$ cat config.mk
export PLATFORM = sky130hd
export DESIGN_NAME = cl_glue_top
export DESIGN_NICKNAME = d
export VERILOG_FILES = /design/src/source/cl_glue_pkg.sv /design/src/source/cl_glue_top.sv /design/src/source/scrub_id_mux.sv /design/src/source/host_ctl.sv /design/src/source/reset_tree.sv /design/src/source/delay_pipe.sv
export SDC_FILE = /design/constraint.sdc
export NUM_CORES = 1
export LEC_CHECK = 0
export BUFFER_PORTS_ARGS = -buffer_cell sky130_fd_sc_hd__buf_2
export CAP_MARGIN = 20
export CORE_UTILIZATION = 40
export DETAILED_ROUTE_END_ITERATION = 8
export SLEW_MARGIN = 5
export SYNTH_ARGS = -nofsm -noshare
export SYNTH_HDL_FRONTEND = slang
export SYNTH_SLANG_ARGS = --single-unit
$ cat constraint.sdc
create_clock -name clk -period 109.4 [get_ports clk]
set_clock_uncertainty 0.2 [all_clocks]
set_input_delay 10.94 -clock clk [delete_from_list [all_inputs] [get_ports clk]]
set_output_delay 10.94 -clock clk [all_outputs]
set_load 0.01 [all_outputs]
$ cat src/source/cl_glue_pkg.sv
package cl_glue_pkg;

   // --------------------
   // Widths
   // --------------------
   localparam int NUM_DDR     = 4;
   localparam int NUM_STAT_CH = 3;
   localparam int REG_W       = 32;
   localparam int ADDR_W      = 64;
   localparam int DBG_SEL_W   = 3;

   typedef logic [REG_W-1:0]       reg_word_t;
   typedef logic [ADDR_W-1:0]      ddr_addr_t;
   typedef logic [7:0]             stat_addr_t;
   typedef logic [31:0]            stat_data_t;
   typedef logic [7:0]             stat_int_t;
   typedef logic [NUM_DDR-1:0]     ddr_mask_t;
   typedef logic [NUM_STAT_CH-1:0] stat_ch_t;

   // Stat request is {wr, rd, addr, wdata}, ack is {ack, int, rdata}
   localparam int STAT_REQ_W = 2 + $bits(stat_addr_t) + $bits(stat_data_t);
   localparam int STAT_ACK_W = 1 + $bits(stat_int_t) + $bits(stat_data_t);

   // DDR positions in ddr_mask_t
   localparam int DDR_A = 0;
   localparam int DDR_B = 1;
   localparam int DDR_C = 2;
   localparam int DDR_D = 3;

   // --------------------
   // Control word layout
   // --------------------
   // Enable bits, D sits below C in the host word
   localparam int CTL_EN_BIT_A    = 0;
   localparam int CTL_EN_BIT_B    = 1;
   localparam int CTL_EN_BIT_D    = 2;
   localparam int CTL_EN_BIT_C    = 3;
   localparam int CTL_DBG_EN_BIT  = 31;
   localparam int CTL_DBG_SEL_LSB = 28;

   // Debug memory select codes, anything else picks DDR A
   localparam logic [DBG_SEL_W-1:0] DBG_SEL_B = 3'd1;
   localparam logic [DBG_SEL_W-1:0] DBG_SEL_D = 3'd2;
   localparam logic [DBG_SEL_W-1:0] DBG_SEL_C = 3'd3;

endpackage
$ cat src/source/cl_glue_top.sv
`timescale 1ns/10ps

module cl_glue_top
   import cl_glue_pkg::*;
#(
   parameter int        RST_PIPE_STAGES = 4,
   parameter int        DDR_STAT_STAGES = 8,
   parameter reg_word_t CL_ID0          = 32'hF000_1D0F,
   parameter reg_word_t CL_ID1          = 32'h1D51_FEDD
) (
   input  logic       clk,
   input  logic       sync_rst_n,

   // Host control and status
   input  logic       sh_cl_flr_assert,
   output logic       cl_sh_flr_done,
   input  reg_word_t  sh_cl_ctl0,
   output ddr_mask_t  scrb_en,
   output reg_word_t  cl_sh_id0,
   output reg_word_t  cl_sh_id1,

   // Scrubber progress
   input  ddr_addr_t  scrb_addr_a,
   input  ddr_addr_t  scrb_addr_b,
   input  ddr_addr_t  scrb_addr_c,
   input  ddr_addr_t  scrb_addr_d,

   // Stat channels, shell side
   input  stat_ch_t   sh_ddr_stat_wr,
   input  stat_ch_t   sh_ddr_stat_rd,
   input  stat_addr_t sh_ddr_stat_addr [NUM_STAT_CH],
   input  stat_data_t sh_ddr_stat_wdata [NUM_STAT_CH],
   output stat_ch_t   ddr_sh_stat_ack,
   output stat_data_t ddr_sh_stat_rdata [NUM_STAT_CH],
   output stat_int_t  ddr_sh_stat_int [NUM_STAT_CH],

   // Stat channels, controller side
   output stat_ch_t   ddr_stat_wr,
   output stat_ch_t   ddr_stat_rd,
   output stat_addr_t ddr_stat_addr [NUM_STAT_CH],
   output stat_data_t ddr_stat_wdata [NUM_STAT_CH],
   input  stat_ch_t   ddr_stat_ack,
   input  stat_data_t ddr_stat_rdata [NUM_STAT_CH],
   input  stat_int_t  ddr_stat_int [NUM_STAT_CH]
);

   logic      ctl_rst_n;
   logic      stat_rst_n;
   reg_word_t ctl_q;

   // --------------------
   // Resets
   // --------------------
   reset_tree #(
      .RST_PIPE_STAGES (RST_PIPE_STAGES)
   ) reset_tree_i (
      .clk        (clk),
      .sync_rst_n (sync_rst_n),
      .ctl_rst_n  (ctl_rst_n),
      .stat_rst_n (stat_rst_n)
   );

   // --------------------
   // Host control
   // --------------------
   host_ctl host_ctl_i (
      .clk              (clk),
      .ctl_rst_n        (ctl_rst_n),
      .sh_cl_ctl0       (sh_cl_ctl0),
      .sh_cl_flr_assert (sh_cl_flr_assert),
      .ctl_q            (ctl_q),
      .scrb_en          (scrb_en),
      .cl_sh_flr_done   (cl_sh_flr_done)
   );

   scrub_id_mux #(
      .CL_ID0 (CL_ID0),
      .CL_ID1 (CL_ID1)
   ) scrub_id_mux_i (
      .clk         (clk),
      .ctl_q       (ctl_q),
      .scrb_addr_a (scrb_addr_a),
      .scrb_addr_b (scrb_addr_b),
      .scrb_addr_c (scrb_addr_c),
      .scrb_addr_d (scrb_addr_d),
      .cl_sh_id0   (cl_sh_id0),
      .cl_sh_id1   (cl_sh_id1)
   );

   // --------------------
   // Stat pipelines
   // --------------------
   // Retiming stages between the shell and the DDR controller
   for (genvar k = 0; k < NUM_STAT_CH; k++)
   begin : g_stat
      delay_pipe #(
         .WIDTH  (STAT_REQ_W),
         .STAGES (DDR_STAT_STAGES)
      ) req_pipe (
         .clk     (clk),
         .rst_n   (stat_rst_n),
         .in_bus  ({sh_ddr_stat_wr[k], sh_ddr_stat_rd[k],
                    sh_ddr_stat_addr[k], sh_ddr_stat_wdata[k]}),
         .out_bus ({ddr_stat_wr[k], ddr_stat_rd[k],
                    ddr_stat_addr[k], ddr_stat_wdata[k]})
      );

      delay_pipe #(
         .WIDTH  (STAT_ACK_W),
         .STAGES (DDR_STAT_STAGES)
      ) ack_pipe (
         .clk     (clk),
         .rst_n   (stat_rst_n),
         .in_bus  ({ddr_stat_ack[k], ddr_stat_int[k], ddr_stat_rdata[k]}),
         .out_bus ({ddr_sh_stat_ack[k], ddr_sh_stat_int[k], ddr_sh_stat_rdata[k]})
      );
   end

endmodule

$ cat src/source/scrub_id_mux.sv
`timescale 1ns/10ps

module scrub_id_mux
   import cl_glue_pkg::*;
#(
   parameter reg_word_t CL_ID0 = 32'hF000_1D0F,
   parameter reg_word_t CL_ID1 = 32'h1D51_FEDD
) (
   input  logic      clk,
   input  reg_word_t ctl_q,
   input  ddr_addr_t scrb_addr_a,
   input  ddr_addr_t scrb_addr_b,
   input  ddr_addr_t scrb_addr_c,
   input  ddr_addr_t scrb_addr_d,
   output reg_word_t cl_sh_id0,
   output reg_word_t cl_sh_id1
);

   logic                 dbg_en;
   logic [DBG_SEL_W-1:0] dbg_sel;
   ddr_addr_t            dbg_addr;

   assign dbg_en  = ctl_q[CTL_DBG_EN_BIT];
   assign dbg_sel = ctl_q[CTL_DBG_SEL_LSB +: DBG_SEL_W];

   // Pick the scrubber to watch
   always_comb
   begin
      case (dbg_sel)
         DBG_SEL_B: dbg_addr = scrb_addr_b;
         DBG_SEL_D: dbg_addr = scrb_addr_d;
         DBG_SEL_C: dbg_addr = scrb_addr_c;
         default:   dbg_addr = scrb_addr_a;
      endcase
   end

   // --------------------
   // ID outputs
   // --------------------
   // Low address half on ID0, high half on ID1 while debugging
   always_ff @(posedge clk)
   begin
      if (dbg_en)
      begin
         cl_sh_id0 <= dbg_addr[REG_W-1:0];
         cl_sh_id1 <= dbg_addr[ADDR_W-1:REG_W];
      end
      else
      begin
         cl_sh_id0 <= CL_ID0;
         cl_sh_id1 <= CL_ID1;
      end
   end

endmodule

$ cat src/source/host_ctl.sv
`timescale 1ns/10ps

module host_ctl
   import cl_glue_pkg::*;
(
   input  logic      clk,
   input  logic      ctl_rst_n,
   input  reg_word_t sh_cl_ctl0,
   input  logic      sh_cl_flr_assert,
   output reg_word_t ctl_q,
   output ddr_mask_t scrb_en,
   output logic      cl_sh_flr_done
);

   logic flr_assert_q;

   // --------------------
   // Control word
   // --------------------
   always_ff @(posedge clk or negedge ctl_rst_n)
   begin
      if (!ctl_rst_n)
      begin
         ctl_q <= '0;
      end
      else
      begin
         ctl_q <= sh_cl_ctl0;
      end
   end

   // Host bit order differs from DDR index order for C and D
   assign scrb_en[DDR_A] = ctl_q[CTL_EN_BIT_A];
   assign scrb_en[DDR_B] = ctl_q[CTL_EN_BIT_B];
   assign scrb_en[DDR_C] = ctl_q[CTL_EN_BIT_C];
   assign scrb_en[DDR_D] = ctl_q[CTL_EN_BIT_D];

   // --------------------
   // FLR acknowledge
   // --------------------
   // Done pulses one cycle after the registered request, then clears itself
   always_ff @(posedge clk or negedge ctl_rst_n)
   begin
      if (!ctl_rst_n)
      begin
         flr_assert_q   <= 1'b0;
         cl_sh_flr_done <= 1'b0;
      end
      else
      begin
         flr_assert_q   <= sh_cl_flr_assert;
         cl_sh_flr_done <= flr_assert_q && !cl_sh_flr_done;
      end
   end

endmodule

$ cat src/source/reset_tree.sv
`timescale 1ns/10ps

module reset_tree #(
   parameter int RST_PIPE_STAGES = 4
) (
   input  logic clk,
   input  logic sync_rst_n,
   output logic ctl_rst_n,
   output logic stat_rst_n
);

   logic pre_rst_n_q;
   logic core_rst_n_q;

   // --------------------
   // Release synchronizer
   // --------------------
   // Asserts at once, releases two clocks after sync_rst_n goes high
   always_ff @(posedge clk or negedge sync_rst_n)
   begin
      if (!sync_rst_n)
      begin
         pre_rst_n_q  <= 1'b0;
         core_rst_n_q <= 1'b0;
      end
      else
      begin
         pre_rst_n_q  <= 1'b1;
         core_rst_n_q <= pre_rst_n_q;
      end
   end

   // --------------------
   // Per-block copies
   // --------------------
   // Separate pipes so each block's reset net can be placed near it
   delay_pipe #(
      .WIDTH  (1),
      .STAGES (RST_PIPE_STAGES)
   ) ctl_rst_pipe (
      .clk     (clk),
      .rst_n   (1'b1),
      .in_bus  (core_rst_n_q),
      .out_bus (ctl_rst_n)
   );

   delay_pipe #(
      .WIDTH  (1),
      .STAGES (RST_PIPE_STAGES)
   ) stat_rst_pipe (
      .clk     (clk),
      .rst_n   (1'b1),
      .in_bus  (core_rst_n_q),
      .out_bus (stat_rst_n)
   );

endmodule

$ cat src/source/delay_pipe.sv
`timescale 1ns/10ps

module delay_pipe #(
   parameter int WIDTH  = 1,
   parameter int STAGES = 1
) (
   input  logic             clk,
   input  logic             rst_n,
   input  logic [WIDTH-1:0] in_bus,
   output logic [WIDTH-1:0] out_bus
);

   // Stage 0 takes the input, the last stage drives the output
   logic [WIDTH-1:0] stage_q [STAGES];

   always_ff @(posedge clk or negedge rst_n)
   begin
      if (!rst_n)
      begin
         for (int i = 0; i < STAGES; i++)
         begin
            stage_q[i] <= '0;
         end
      end
      else
      begin
         stage_q[0] <= in_bus;
         for (int i = 1; i < STAGES; i++)
         begin
            stage_q[i] <= stage_q[i-1];
         end
      end
   end

   assign out_bus = stage_q[STAGES-1];

endmodule

**Word level (Yosys, flattened, before mapping)**

Cells that the tools add are included.

- $add $sub $neg: 0
- Multipliers: 0
- Div/mod/pow operators: 0
- Magnitude comparators: 0
- Eq/ne operators: 3
- Shifts and indexed selects: 0
- Muxes and demuxes: 1
- Bitwise logic cells: 0
- Reduce and logical (&&, ||, !) cells: 2

Operators with widths:

| cell | number |
|---|---|
| one-hot mux 64 bit (3 select lines) | 1 |
| equality test 3 x 2 -> 1 bit (second input constant) | 2 |
| equality test 3 x 1 -> 1 bit (second input constant) | 1 |
| logical AND 1 bit | 1 |
| logical NOT 1 bit | 1 |

- Flip-flop bits (word level): 2096
- Latch bits: 0
- RAM bits: 0
- Memory bits (read-only): 0
- Bits of input ports: 540
- Word-level logic and storage cells: 65
- Memories kept: 0

**Logic depth before layout (Yosys ltp)**

- Word-level depth: 2
- Depth in mapped cells: 6
- Gate-level depth less buffers: 3

**Hierarchy**

A second synthesis with hierarchy kept.

- Cells, all modules: 2691
- Area, all modules: 56315.3 um^2

By module, submodules not included:

| module | times used | cells an instance | area each (um^2) |
|---|---|---|---|
| delay_pipe at g_stat[0].req_pipe ... | 3 | 378 | 8723.4 |
| delay_pipe at g_stat[0].ack_pipe ... | 3 | 369 | 8515.7 |
| scrub_id_mux | 1 | 400 | 3449.6 |
| host_ctl | 1 | 39 | 894.6 |
| delay_pipe at reset_tree_i.ctl_rst_pipe ... | 2 | 4 | 100.1 |
| reset_tree | 1 | 3 | 53.8 |

**Least setup slack after synthesis**

OpenSTA, ideal clock, no wires.

- Path type: input -> register
- Start point: input port scrb_addr_c[33]
- End point: register scrub_id_mux_i.cl_sh_id1[1]
- Library setup time: 0.117 ns
- Data arrival time: 11.331 ns
- Data required time: 109.083 ns
- Slack: 97.753 ns
- Cell stages on the path: 3
- Buffers on the path: 0
- Cell sequence: mux2_2 o22ai_1 nor2_1

- Word-level cells in the longest chain between the ends: 1

Ends and longest elaborated chain:

| item | line | source |
|---|---|---|
| start, declared | cl_glue_top.sv:25 | `input ddr_addr_t scrb_addr_c,` |
| one-hot mux 64 bit (3 select lines) | scrub_id_mux.sv:29 | `case (dbg_sel)` |
| end signal, assigned | scrub_id_mux.sv:46 | `cl_sh_id1 <= dbg_addr[ADDR_W-1:REG_W];` |
| end, declared | scrub_id_mux.sv:16 | `output reg_word_t cl_sh_id1` |

Every way passes these cells.
A chain may end at the register's enable or synchronous reset.

**Worst setup path in the final report**

- Start point: register g_stat[1].ack_pipe.stage_q, in the netlist g_stat[1].ack_pipe.out_bus[2]
- End point: output port ddr_sh_stat_rdata[34] (netlist name)

RTL lines:

| item | line | source |
|---|---|---|
| start, declared | delay_pipe.sv:14 | `logic [WIDTH-1:0] stage_q [STAGES];` |
| start signal, assigned by index | delay_pipe.sv:30 | `stage_q[i] <= stage_q[i-1];` |
| end, declared | cl_glue_top.sv:34 | `output stat_data_t ddr_sh_stat_rdata [NUM_STAT_CH],` |

No word-level cell between the ends.

==> results.txt <==
Synthesis inferred slightly above 2000 register bits. The starting utilization of the core area is 40.28%. After detailed routing, the met3 layer carries 11560 um of wire. The pin count of the biggest net entering global routing came out at 199.

The number of buffers created by CTS is 194. The data arrival time of the critical path is 1360 ps. The detailed-routing wirelength on met1 came out at 38940 um. The placed wire-length estimate after detailed placement came out at 76440 um.

The number of antenna violations at the first check in global routing came out at 96. dfrtp_1 takes more of the synthesized area than any other cell. The biggest fanout along the worst timing path is 1. The congestion estimate from routability-driven global placement came to 0.9418. The all-layer global routing usage is 16.62%. The measured slew at the worst slew-check pin came out at 1053 ps. The unique cell type count in the Yosys netlist came out at 29. For this run, the post-layout net count is roughly 3900. The antenna violation net count after detailed routing came out at 0. The area added between synthesis and finish came out at 21.08%. The net count after synthesis is 3160. The commonest cells after synthesis are dfrtp_1, buf_4, dfxtp_1. The via count of the first global-routing pass is 24217. The area of the core is 137500 um2. Setup repair after global routing left no endpoint under its margin. The tree is rooted in a clkbuf_16. The mean instance size in the synthesized netlist came out at about 21 um2. The worst setup path is captured at an output port. The H-tree was split into 4 levels.

The run finished with clean final reports. The number of setup buffers added after CTS came out at 0. The sink count of the clock tree is 2072. The die height came out at 374.1 um.

In the final layout, the share of cells above drive strength 1 is 34.51%. The most used flip-flop cell after synthesis is dfrtp_1. The first-pass GRT wire length is 164000 um. Data on the critical path is required at its endpoint by 98260 ps. The highest metal layer carrying signal wires in the routed design is met5.

Together, buffers and inverters on the worst path number 1. In the synthesized netlist the async set-or-reset flop fraction comes to 96.72%. The number of slew-limit violations in the final report is 0.

The highest ir drop seen on vdd is 15.06 uV. The total count of hold-check failures in the final report came out at 0. The worst slack after detailed placement came out at 96910 ps. The synthesis warning total came out at 0. The combined area of all synthesized cells is 55380 um2. The post-synthesis sequential area ratio came out at between 90 and 100%. The internal reg-to-reg setup slack came out at roughly 100000 ps.

The die outline width came out at 374.1 um. The number of remaining DRC errors is 0. The critical path starts at g_stat[1].ack_pipe.out_bus[2]. The clock tree buffer depth came out at 3. In the post-route analysis, the smallest setup slack over all paths is 96900 ps. The count of vias placed by the detailed router is 22799.

In this run the critical register-to-register path is launched from reset_tree_i.ctl_rst_pipe.out_bus. The via density per instance came out at 4.231. Summed over all failing endpoints, the final setup total negative slack is 0 ps. The class of the tightest hold or removal check is flop to asynchronous set/reset pin. The delay of the slowest cell on the worst path came out at 420 ps. The total I/O pin count is 858. The count of flip-flops with a built-in enable after synthesis is 0. The maximum achievable frequency is 80.02 MHz. The share of the clock period used by the worst path is 11.42%. Traced cell by cell, the critical path runs through buf_2. The analysis attributes to cell leakage a power of between 30 and 40 nW. The aggregate routed wire length came out at 114600 um.

By area the synthesized netlist is led by dfrtp_1, buf_4, dfxtp_1, mux2_2, mux2i_1. The post-detailed-route wirelength per cell came out at 21.27 um. TritonCTS built the clock tree.

The largest delay contributor family on the critical path is flip-flops. The max-cap violation count is 0. Input and output buffers added on the ports amount to ~830. The kind of start point of the critical path is a flop. The area taken by multi-input logic gates came out at 1790 um2.

Hold repair after CTS inserted 0 buffers. The logic depth of the worst register-to-register path is 6. The relative slew slack came out at between 20% and 30%.

Cells fill 48.77% of the core in the end. The total design power came out at 1.552 mW. The critical path class is flop to output port. The gate count of the mapped netlist is 2620.

The most common cell in the synthesized netlist is dfrtp_1. The latest clock arrival within the worst-skew pair is 790 ps. The critical register-to-register path endpoint is g_stat[0].req_pipe.stage_q[211]. After floorplanning, the core was divided into 136 placement rows. Summing all flip-flop and latch instances after layout gives 51520 um2. The initial detailed-routing violation count came out at 1386.

The final global-route overflow total came out at 0. The total met2 wirelength after detailed routing is 58190 um. The length of the first detailed-routing pass in iterations is 5.

The number of fill cells came out at 11240. The final count of negative-setup-slack endpoints came out at 0. The minimum clock period after layout is 12500 ps. In this run the biggest area consumer among cell types represents around nine tenths of the synthesized area. The total power density per cell area is 23.15 nW/um2.

The count of cells resized by post-cts repair is 0. The post-CTS clock slew at the launch and capture registers of the worst setup and hold paths came out at 70 ps. The slowest stage of the critical path belongs to the cell dfrtp_1. The area enclosed by the die boundary came out at between 100000 and 150000 um2.
==> cell type report <==
class	instances	share of cell area, %
clock buffer	278	8.403
tap	1794	3.348
antenna	30	0.1120
multi-input combinational	261	2.670
timing repair buffer	871	6.979
clock inverter	82	1.655
sequential	2072	76.83
==> cells in the final DEF, fill, tap and decap left out, types with 2 or more instances in the layout <==
cell type / n
a22oi_1: 12
a2bb2oi_1: 25
buf_12: 2
buf_16: 10
buf_2: 833
buf_4: 26
bufinv_16: 18
clkbuf_1: 41
clkbuf_16: 197
clkbuf_8: 40
clkinv_16: 4
clkinv_2: 31
clkinv_4: 6
clkinv_8: 3
clkinvlp_4: 9
dfrtp_1: 2002
dfxtp_1: 67
diode_2: 30
inv_16: 3
inv_6: 7
mux2_2: 32
mux2i_1: 26
nand2_1: 26
nand3_1: 26
nor2_1: 32
nor2b_1: 2
o211ai_1: 6
o21ai_0: 27
o21ai_1: 5
o22ai_1: 32
==> metrics by stage <==
| stage | cell area [um2] | instances | hold WS, ps |
|---|---|---|---|
| finish | 67050 | 5388 | 104.7 |
| floorplan | 55380 | 2620 | 109.6 |
| global placement | 59960 | 4988 | 109.8 |
| detailed placement | 59960 | 4988 | 112.1 |
| CTS | 66700 | 5348 | 123.6 |
| global route | 67010 | 5370 | 126.0 |
==> sequential cells by signal, summed over array words and instances (netlist names) <==
name,flops
host_ctl_i.cl_sh_flr_done,1
scrub_id_mux_i.cl_sh_id0,32
g_stat.ack_pipe.stage_q,861
reset_tree_i.ctl_rst_pipe.out_bus,1
reset_tree_i.core_rst_n_q,1
reset_tree_i.pre_rst_n_q,1
g_stat.req_pipe.out_bus,126
g_stat.ack_pipe.out_bus,123
host_ctl_i.ctl_q,8
reset_tree_i.stat_rst_pipe.stage_q,1
reset_tree_i.ctl_rst_pipe.stage_q,2
scrub_id_mux_i.cl_sh_id1,32
g_stat.req_pipe.stage_q,882
host_ctl_i.flr_assert_q,1
==> cell families after synthesis <==
logic type             synth area share [%]
other                              0.006772
multiplexers                          1.121
AO/OA/AOI/OAI                         1.347
AND/OR/NAND/NOR                      0.7479
flip-flops                            93.02
buffers and inverters                 3.762
==> layer usage <==
layer  up-vias  global-route usage [%]
li1       9683                       -
met1     11801                   17.55
met2       914                   27.53
met3       361                   8.003
met4        40                   8.502
met5         -                       0
==> how the worst max path moves through the flow <==
stage	to	slack (ps)	depth (start not counted)
after global routing	ddr_stat_wdata[69]	96820	1
after CTS	ddr_stat_addr[6]	96810	1
after global placement	scrub_id_mux_i.cl_sh_id0[8]	96900	4
after floorplan	g_stat[0].ack_pipe.out_bus[0]	44230	0
after detailed placement	scrub_id_mux_i.cl_sh_id0[8]	96910	4
final	ddr_sh_stat_rdata[34]	96900	1
==> where the power goes <==
| group | switching [mW] | total, mW | internal, mW |
|---|---|---|---|
| Sequential | 0.0114 | 0.817 | 0.805 |
| Combinational | 0.0316 | 0.0478 | 0.0162 |
| Clock | 0.283 | 0.687 | 0.404 |
No activity file was read; power rests on OpenSTA's default activity.
